`src/hw/hazardPkg.sv`:
```
package hazardPkg;

	////////////////////////////////////////////////////////////
	// Widths
	////////////////////////////////////////////////////////////

	localparam int instrWidth = 32;
	localparam int regIdxW    = 5;
	localparam int clsWidth   = 2;
	localparam int useWidth   = 2;
	localparam int selWidth   = 4;

	// Link register written by jal
	localparam logic [regIdxW-1:0] regLink = 5'd31;

	// Bubble word and register reset contents
	localparam logic [instrWidth-1:0] instrNop = 32'h0000_0000;

	////////////////////////////////////////////////////////////
	// Opcode and funct encodings
	////////////////////////////////////////////////////////////

	localparam logic [5:0] opRtype = 6'h00;
	localparam logic [5:0] opJal   = 6'h03;
	localparam logic [5:0] opBeq   = 6'h04;
	localparam logic [5:0] opOri   = 6'h0d;
	localparam logic [5:0] opLui   = 6'h0f;
	localparam logic [5:0] opLw    = 6'h23;
	localparam logic [5:0] opSw    = 6'h2b;

	// R-type funct field
	localparam logic [5:0] fnJr   = 6'h08;
	localparam logic [5:0] fnAddu = 6'h21;
	localparam logic [5:0] fnSubu = 6'h23;

	////////////////////////////////////////////////////////////
	// Result class of the producing instruction
	////////////////////////////////////////////////////////////

	localparam logic [clsWidth-1:0] clsNone = 2'd0;
	localparam logic [clsWidth-1:0] clsAlu  = 2'd1;
	localparam logic [clsWidth-1:0] clsDm   = 2'd2;
	localparam logic [clsWidth-1:0] clsPc   = 2'd3;

	// Stage in which a source operand is first needed
	localparam logic [useWidth-1:0] useNow   = 2'd0;
	localparam logic [useWidth-1:0] useExe   = 2'd1;
	localparam logic [useWidth-1:0] useMem   = 2'd2;
	localparam logic [useWidth-1:0] useNever = 2'd3;

	////////////////////////////////////////////////////////////
	// Forwarding mux selects
	////////////////////////////////////////////////////////////

	localparam logic [selWidth-1:0] fwdNone = 4'd0;

	// Compare operands in decode
	localparam logic [selWidth-1:0] mToDAlu = 4'd1;
	localparam logic [selWidth-1:0] mToDPc  = 4'd2;
	localparam logic [selWidth-1:0] wToDAlu = 4'd3;
	localparam logic [selWidth-1:0] wToDDm  = 4'd4;
	localparam logic [selWidth-1:0] wToDPc  = 4'd5;

	// ALU operands in execute
	localparam logic [selWidth-1:0] mToEAlu = 4'd6;
	localparam logic [selWidth-1:0] mToEPc  = 4'd7;
	localparam logic [selWidth-1:0] wToEAlu = 4'd8;
	localparam logic [selWidth-1:0] wToEDm  = 4'd9;
	localparam logic [selWidth-1:0] wToEPc  = 4'd10;

	// Store data in memory, writeback only
	localparam logic [selWidth-1:0] wToMAlu = 4'd11;
	localparam logic [selWidth-1:0] wToMDm  = 4'd12;
	localparam logic [selWidth-1:0] wToMPc  = 4'd13;

endpackage

```
`src/hw/instrDecoder.sv`:
```
`timescale 1ns/1ps

module instrDecoder (
	input  logic [hazardPkg::instrWidth-1:0] instr,
	output logic [hazardPkg::regIdxW-1:0]    rs,
	output logic [hazardPkg::regIdxW-1:0]    rt,
	output logic [hazardPkg::regIdxW-1:0]    dest,
	output logic [hazardPkg::clsWidth-1:0]   resCls,
	output logic [hazardPkg::useWidth-1:0]   useRs,
	output logic [hazardPkg::useWidth-1:0]   useRt
);
	import hazardPkg::*;

	logic [5:0]         opcode;
	logic [5:0]         funct;
	logic [regIdxW-1:0] fieldRs;
	logic [regIdxW-1:0] fieldRt;
	logic [regIdxW-1:0] fieldRd;

	assign opcode  = instr[31:26];
	assign funct   = instr[5:0];
	assign fieldRs = instr[25:21];
	assign fieldRt = instr[20:16];
	assign fieldRd = instr[15:11];

	// Class, destination and operand timing per instruction
	always_comb begin
		dest   = '0;
		resCls = clsNone;
		useRs  = useNever;
		useRt  = useNever;
		case (opcode)
			opRtype: begin
				if (funct == fnAddu || funct == fnSubu) begin
					dest   = fieldRd;
					resCls = clsAlu;
					useRs  = useExe;
					useRt  = useExe;
				end else if (funct == fnJr) begin
					// Jump target compared in decode
					useRs = useNow;
				end
			end
			opOri: begin
				dest   = fieldRt;
				resCls = clsAlu;
				useRs  = useExe;
			end
			opLui: begin
				dest   = fieldRt;
				resCls = clsAlu;
			end
			opLw: begin
				dest   = fieldRt;
				resCls = clsDm;
				useRs  = useExe;
			end
			opSw: begin
				useRs = useExe;
				// Store data not needed before memory
				useRt = useMem;
			end
			opBeq: begin
				useRs = useNow;
				useRt = useNow;
			end
			opJal: begin
				dest   = regLink;
				resCls = clsPc;
			end
			default: begin
				// Anything else behaves as a nop
				dest = '0;
			end
		endcase
	end

	// Unread fields are reported as $0 so they never match a producer
	assign rs = (useRs == useNever) ? '0 : fieldRs;
	assign rt = (useRt == useNever) ? '0 : fieldRt;

endmodule

```
`src/hw/forwardControl.sv`:
```
`timescale 1ns/1ps

module forwardControl (
	input  logic [hazardPkg::regIdxW-1:0]  rsD,
	input  logic [hazardPkg::regIdxW-1:0]  rtD,
	input  logic [hazardPkg::regIdxW-1:0]  rsE,
	input  logic [hazardPkg::regIdxW-1:0]  rtE,
	input  logic [hazardPkg::regIdxW-1:0]  rtM,
	input  logic [hazardPkg::regIdxW-1:0]  destM,
	input  logic [hazardPkg::regIdxW-1:0]  destW,
	input  logic [hazardPkg::clsWidth-1:0] clsM,
	input  logic [hazardPkg::clsWidth-1:0] clsW,
	output logic [hazardPkg::selWidth-1:0] fwdCmp1,
	output logic [hazardPkg::selWidth-1:0] fwdCmp2,
	output logic [hazardPkg::selWidth-1:0] fwdAluA,
	output logic [hazardPkg::selWidth-1:0] fwdAluB,
	output logic [hazardPkg::selWidth-1:0] fwdDm
);
	import hazardPkg::*;

	logic mReady;
	logic wReady;

	// lw in memory has no data yet, only ALU and link results
	assign mReady = (clsM == clsAlu) || (clsM == clsPc);
	assign wReady = (clsW != clsNone);

	////////////////////////////////////////////////////////////
	// Source selection for one operand point
	////////////////////////////////////////////////////////////

	function automatic logic [selWidth-1:0] pickSrc(
		input logic [regIdxW-1:0]  src,
		input logic                checkM,
		input logic [selWidth-1:0] mAlu,
		input logic [selWidth-1:0] mPc,
		input logic [selWidth-1:0] wAlu,
		input logic [selWidth-1:0] wDm,
		input logic [selWidth-1:0] wPc
	);
		logic [selWidth-1:0] sel;
		sel = fwdNone;
		if (src == '0) begin
			sel = fwdNone;
		end else if (checkM && mReady && src == destM) begin
			// Newest value wins over writeback
			sel = (clsM == clsPc) ? mPc : mAlu;
		end else if (wReady && src == destW) begin
			case (clsW)
				clsAlu:  sel = wAlu;
				clsDm:   sel = wDm;
				clsPc:   sel = wPc;
				default: sel = fwdNone;
			endcase
		end
		return sel;
	endfunction

	////////////////////////////////////////////////////////////
	// Operand points
	////////////////////////////////////////////////////////////

	// Branch and jr compare in decode
	assign fwdCmp1 = pickSrc(rsD, 1'b1, mToDAlu, mToDPc, wToDAlu, wToDDm, wToDPc);
	assign fwdCmp2 = pickSrc(rtD, 1'b1, mToDAlu, mToDPc, wToDAlu, wToDDm, wToDPc);

	// ALU inputs in execute
	assign fwdAluA = pickSrc(rsE, 1'b1, mToEAlu, mToEPc, wToEAlu, wToEDm, wToEPc);
	assign fwdAluB = pickSrc(rtE, 1'b1, mToEAlu, mToEPc, wToEAlu, wToEDm, wToEPc);

	// Store data sees only writeback, M slots are never chosen
	assign fwdDm = pickSrc(rtM, 1'b0, fwdNone, fwdNone, wToMAlu, wToMDm, wToMPc);

endmodule

```
`src/hw/stallControl.sv`:
```
`timescale 1ns/1ps

module stallControl (
	input  logic [hazardPkg::regIdxW-1:0]  rsD,
	input  logic [hazardPkg::regIdxW-1:0]  rtD,
	input  logic [hazardPkg::useWidth-1:0] useRsD,
	input  logic [hazardPkg::useWidth-1:0] useRtD,
	input  logic [hazardPkg::regIdxW-1:0]  destE,
	input  logic [hazardPkg::clsWidth-1:0] clsE,
	input  logic [hazardPkg::regIdxW-1:0]  destM,
	input  logic [hazardPkg::clsWidth-1:0] clsM,
	output logic                           stall
);
	import hazardPkg::*;

	// Cycles until each producer result can be forwarded
	logic [1:0] tnewE;
	logic [1:0] tnewM;

	always_comb begin
		case (clsE)
			clsAlu:  tnewE = 2'd1;
			clsDm:   tnewE = 2'd2;
			default: tnewE = 2'd0;
		endcase
	end

	assign tnewM = (clsM == clsDm) ? 2'd1 : 2'd0;

	// One operand against one producer
	function automatic logic needWait(
		input logic [regIdxW-1:0]  src,
		input logic [useWidth-1:0] useT,
		input logic [regIdxW-1:0]  dest,
		input logic [1:0]          tnew
	);
		return (src != '0) && (useT != useNever) && (src == dest) && (useT < tnew);
	endfunction

	logic stallRsE;
	logic stallRtE;
	logic stallRsM;
	logic stallRtM;

	assign stallRsE = needWait(rsD, useRsD, destE, tnewE);
	assign stallRtE = needWait(rtD, useRtD, destE, tnewE);
	assign stallRsM = needWait(rsD, useRsD, destM, tnewM);
	assign stallRtM = needWait(rtD, useRtD, destM, tnewM);

	assign stall = stallRsE | stallRtE | stallRsM | stallRtM;

endmodule

```
`src/hw/pipeTracker.sv`:
```
`timescale 1ns/1ps

module pipeTracker (
	input  logic                             clk,
	input  logic                             reset,
	input  logic [hazardPkg::instrWidth-1:0] instrIn,
	input  logic                             stall,
	output logic [hazardPkg::instrWidth-1:0] instrD,
	output logic [hazardPkg::instrWidth-1:0] instrE,
	output logic [hazardPkg::instrWidth-1:0] instrM,
	output logic [hazardPkg::instrWidth-1:0] instrW
);
	import hazardPkg::*;

	always_ff @(posedge clk) begin
		if (reset) begin
			instrD <= instrNop;
			instrE <= instrNop;
			instrM <= instrNop;
			instrW <= instrNop;
		end else begin
			// Decode holds its word until the hazard clears
			if (!stall) begin
				instrD <= instrIn;
			end
			// Bubble into execute while decode waits
			instrE <= stall ? instrNop : instrD;
			// Later stages always drain
			instrM <= instrE;
			instrW <= instrM;
		end
	end

endmodule

```
`src/hw/hazardUnit.sv`:
```
`timescale 1ns/1ps

module hazardUnit (
	input  logic                             clk,
	input  logic                             reset,
	input  logic [hazardPkg::instrWidth-1:0] instrIn,
	output logic                             stall,
	output logic [hazardPkg::selWidth-1:0]   fwdCmp1,
	output logic [hazardPkg::selWidth-1:0]   fwdCmp2,
	output logic [hazardPkg::selWidth-1:0]   fwdAluA,
	output logic [hazardPkg::selWidth-1:0]   fwdAluB,
	output logic [hazardPkg::selWidth-1:0]   fwdDm
);
	import hazardPkg::*;

	logic [instrWidth-1:0] instrD, instrE, instrM, instrW;

	// Decode stage sources
	logic [regIdxW-1:0]  rsD, rtD;
	logic [useWidth-1:0] useRsD, useRtD;

	// Execute stage
	logic [regIdxW-1:0]  rsE, rtE, destE;
	logic [clsWidth-1:0] clsE;

	// Memory and writeback producers
	logic [regIdxW-1:0]  rtM, destM, destW;
	logic [clsWidth-1:0] clsM, clsW;

	pipeTracker tracker (
		.clk(clk), .reset(reset), .instrIn(instrIn), .stall(stall),
		.instrD(instrD), .instrE(instrE), .instrM(instrM), .instrW(instrW)
	);

	////////////////////////////////////////////////////////////
	// Per-stage decode
	////////////////////////////////////////////////////////////

	instrDecoder decD (
		.instr(instrD), .rs(rsD), .rt(rtD), .dest(), .resCls(),
		.useRs(useRsD), .useRt(useRtD)
	);

	instrDecoder decE (
		.instr(instrE), .rs(rsE), .rt(rtE), .dest(destE), .resCls(clsE),
		.useRs(), .useRt()
	);

	instrDecoder decM (
		.instr(instrM), .rs(), .rt(rtM), .dest(destM), .resCls(clsM),
		.useRs(), .useRt()
	);

	instrDecoder decW (
		.instr(instrW), .rs(), .rt(), .dest(destW), .resCls(clsW),
		.useRs(), .useRt()
	);

	////////////////////////////////////////////////////////////
	// Hazard decisions
	////////////////////////////////////////////////////////////

	forwardControl fwdCtrl (
		.rsD(rsD), .rtD(rtD), .rsE(rsE), .rtE(rtE), .rtM(rtM),
		.destM(destM), .destW(destW), .clsM(clsM), .clsW(clsW),
		.fwdCmp1(fwdCmp1), .fwdCmp2(fwdCmp2), .fwdAluA(fwdAluA),
		.fwdAluB(fwdAluB), .fwdDm(fwdDm)
	);

	stallControl stallCtrl (
		.rsD(rsD), .rtD(rtD), .useRsD(useRsD), .useRtD(useRtD),
		.destE(destE), .clsE(clsE), .destM(destM), .clsM(clsM),
		.stall(stall)
	);

endmodule

```
`config.mk`:
```
export PLATFORM = sky130hd
export DESIGN_NAME = hazardUnit
export DESIGN_NICKNAME = d
export VERILOG_FILES = /design/src/hw/hazardPkg.sv /design/src/hw/instrDecoder.sv /design/src/hw/forwardControl.sv /design/src/hw/stallControl.sv /design/src/hw/pipeTracker.sv /design/src/hw/hazardUnit.sv
export SDC_FILE = /design/constraint.sdc
export NUM_CORES = 1
export LEC_CHECK = 0
export BUFFER_PORTS_ARGS = -buffer_cell sky130_fd_sc_hd__buf_2
export CORE_ASPECT_RATIO = 0.75
export CORE_MARGIN = 2
export CORE_UTILIZATION = 45
export CTS_CLUSTER_DIAMETER = 120
export DETAILED_ROUTE_END_ITERATION = 7
export PLACE_DENSITY = 0.66
export SETUP_SLACK_MARGIN = 0.3
export SKIP_LAST_GASP = 1
export SYNTH_ARGS = -nofsm -noshare
export SYNTH_HDL_FRONTEND = slang
export SYNTH_SLANG_ARGS = --single-unit
```
`constraint.sdc`:
```
create_clock -name clk -period 4.65 [get_ports clk]
set_input_delay 0.93 -clock clk [delete_from_list [all_inputs] [get_ports clk]]
set_output_delay 0.93 -clock clk [all_outputs]
set_load 0.005 [all_outputs]
```
==> summary.txt <==
Status: finished clean
Routed Wire Length: 14.1 mm
Post-Synth Adder-Cell Area: 0.00473
Top post-synthesis cells by area: dfxtp_1 36%, o31ai_1 5.1%, nor2b_1 5.0%
Worst endpoint required time: 3.72 ns
Register bit count reported by yosys: 96
Num CTS Buffers: 9
Worst-Margin Slew: 1.00 ns
Max_cap viols: 0
PwrDens: 306 mW/mm^2
CTS max path bufs: 2
CP delay by family, top: simple AND/OR/NAND/NOR gates
First-pass GRT wire length: 23.4 mm
Max frequency: 0.237 GHz
Initial antenna violation count: 0
Final hold violations: 0
CP cell instances: or4_1 > a211oi_2 > o31ai_1 > xor2_1 > nand2_1 > nor3_1 > or3_1 > o22ai_1 > buf_2
Core Footprint: 0.0115 mm^2
Multiplexer share of the synthesized area: 0.00402
Final Non-Filler Cells: 796
Compound-Gate Fraction of Synth Area: 0.216
Register area share after synthesis: 0.363
Worst setup EP type: output port
Clock sinks: 96
Synth warn: 0
Synthesized cell area: 0.00529 mm^2
Antenna diode count: 0
CTS tree: done
DP Cell Count: 776
Cell accounting for the most synthesized area: dfxtp_1
Nets: 665
Die ar.: 0.0127 mm^2
Largest family of logic cells by synthesized area: simple AND/OR/NAND/NOR gates
CP arrival: 3.30 ns
Vias in the first global route: 4449
Largest net degree at the start of global routing: 70
Site Rows: 34
Netlist cell types: 77
Die height: 97.9 um
Worst vdd ir: 0.189 mV
GPL Wtd Cong: 0.863
CP max-delay cell: or4_1
Async SR Flop Fraction: 0
Detail Placement HPWL: 10.5 mm
Drt pass-1 iters: 4
Avg Synthesized Cell Area: 8.90 um^2
Die X: 129 um
Drc violations: 0
Period minus WS final: 4.23 ns
RSZ-0062 raised after global routing: true
Total congestion overflow: 0
GRT Resource Usage Total: 0.233
WL/cell: 17.7 um
Clock Latency Late Sink: 0.35 ns
Drt via density: 5.88
Crit-path max FO: 8
Buf/Inv on CP: 1
Htree depth: 3
Top-area cell type share of the netlist area: 0.363
Worst-path clk slew: 0.08 ns
Worst Path Class, Setup: flop to output port
Setup violators final: 0
Clock Skew: 0.0132 ns
CTS root buffer: clkbuf_16
Area Growth Syn to Fin: 13.6%
Slew HR: 0.325
TNS Setup: 0 ns
Hold buffer count at CTS: 0
Initial DRC count: 401
Synth Area in XOR/XNOR: 0.0629
Post-Synthesis Cells: 595
CP max stage delay: 0.58 ns
PortBufs: 47
Leak: 2.44 nW
Max Slew Vio Count: 0
Critical Path Start Type: flop
Predominant post-synthesis flop cell: dfxtp_1
Hold WC Path Type: flop to flop
Initial Util: 0.459
Layout cells sized above 1: 0.174
Via count: 4679
Number of enable flip-flop cells after synthesis: 0
Post-route ant nets: 0
Final critical-path share of the clock period: 0.909
# IOs: 55
Synth Area in Simple Gates: 0.301
-- path summary, 6_finish.rpt --
| kind | startpoint | depth (start not counted) | to | slack [ns] |
|---|---|---|---|---|
| max reg2reg | tracker.instrD[28] | 12 | tracker.instrE[2] | 0.74 |
| max | tracker.instrD[28] | 9 | fwdCmp1[0] | 0.42 |
| min | tracker.instrM[4] | 1 | tracker.instrW[4] | 0.47 |
| min reg2reg | tracker.instrM[4] | 1 | tracker.instrW[4] | 0.47 |
-- registers in the layout (all words and copies together), names as in the netlist --
register and count:
tracker.instrM 21, tracker.instrW 21, tracker.instrD 27, tracker.instrE 27
-- cells in the mapped netlist (6+ instances only) --
cell / number
a211oi_1: 6
a21oi_1: 40
a221o_1: 7
a31oi_1: 9
and2_1: 29
and4_1: 6
buf_4: 7
clkbuf_1: 19
dfxtp_1: 96
inv_1: 10
nand2_1: 19
nand3_1: 13
nand4_1: 34
nor2_1: 31
nor2b_1: 42
nor3_1: 15
o22ai_1: 8
o31ai_1: 36
xnor2_1: 23
xor2_1: 15
-- repair_timing --
item | CTS | global route
pin swaps | 1 | 1
resized for setup | 0 | 11
buffers inserted | 3 | 1
endpoints found under the setup margin | 3 | 15
endpoints found under the hold margin | 0 | 0
-- final cells by class --
class / count / area, um^2
clock buffers: 9 / 225
fillers: 1056 / 5520
flip-flops and latches: 96 / 1920
repair buffers: 61 / 340
well taps: 162 / 203
clock inverters: 7 / 104
inverters: 10 / 37.5
multi-input cells: 451 / 3180
-- cells in the final DEF (no fill, tap or decap), types with 4 or more instances in the layout --
cell	netlist	layout
a211oi_1	6	5
a21oi_1	40	40
a221o_1	7	7
a22oi_1	4	4
a31oi_1	9	9
and2_1	29	29
and3_1	5	5
and4_1	6	5
buf_2	5	47
buf_4	7	14
clkbuf_16	0	9
dfxtp_1	96	96
inv_1	10	10
nand2_1	19	19
nand2b_1	5	5
nand3_1	13	13
nand3b_1	4	4
nand4_1	34	34
nor2_1	31	31
nor2b_1	42	41
nor3_1	15	15
nor3b_1	5	5
nor4b_1	5	5
o211ai_1	4	4
o21ai_0	5	5
o22ai_1	8	8
o31ai_1	36	36
or3_1	5	5
xnor2_1	23	23
xor2_1	15	15
-- cells by family after synthesis --
kind of cell | after synthesis
compound gates | 155
simple gates | 252
mux | 2
fa+ha+maj | 2
xor+xnor | 38
buf+inv | 49
flops | 96
other cells | 1
-- metal layers --
layer,global-route usage,routed length [um]
met3,0.0575,942
met4,0.0702,278
met1,0.335,6810
met5,0,0
met2,0.345,6070
-- through the flow --
stage	utilization	area (um^2)	total power, W	hold WS, ns	setup WS (ns)
after global routing	0.521	6010	0.00190	0.486	0.254
after CTS	0.516	5940	0.00184	0.470	0.310
after global placement	0.485	5590	0.00103	0.454	0.672
final	0.521	6010	0.00184	0.472	0.422
after floorplan	-	5300	0.000996	0.429	1.09
after detailed placement	0.485	5590	0.00104	0.460	0.580
-- where the power goes --
part / leakage [nW] / total [W] / internal [W] / switching [W]
Clock: 0.159 / 0.000820 / 0.000479 / 0.000341
Sequential: 0.788 / 0.000892 / 0.000854 / 0.0000377
Combinational: 1.49 / 0.000130 / 0.0000593 / 0.0000711
Total: 2.44 / 0.00184 / 0.00139 / 0.000450
Note: power is estimated with default switching activity, not from simulation.
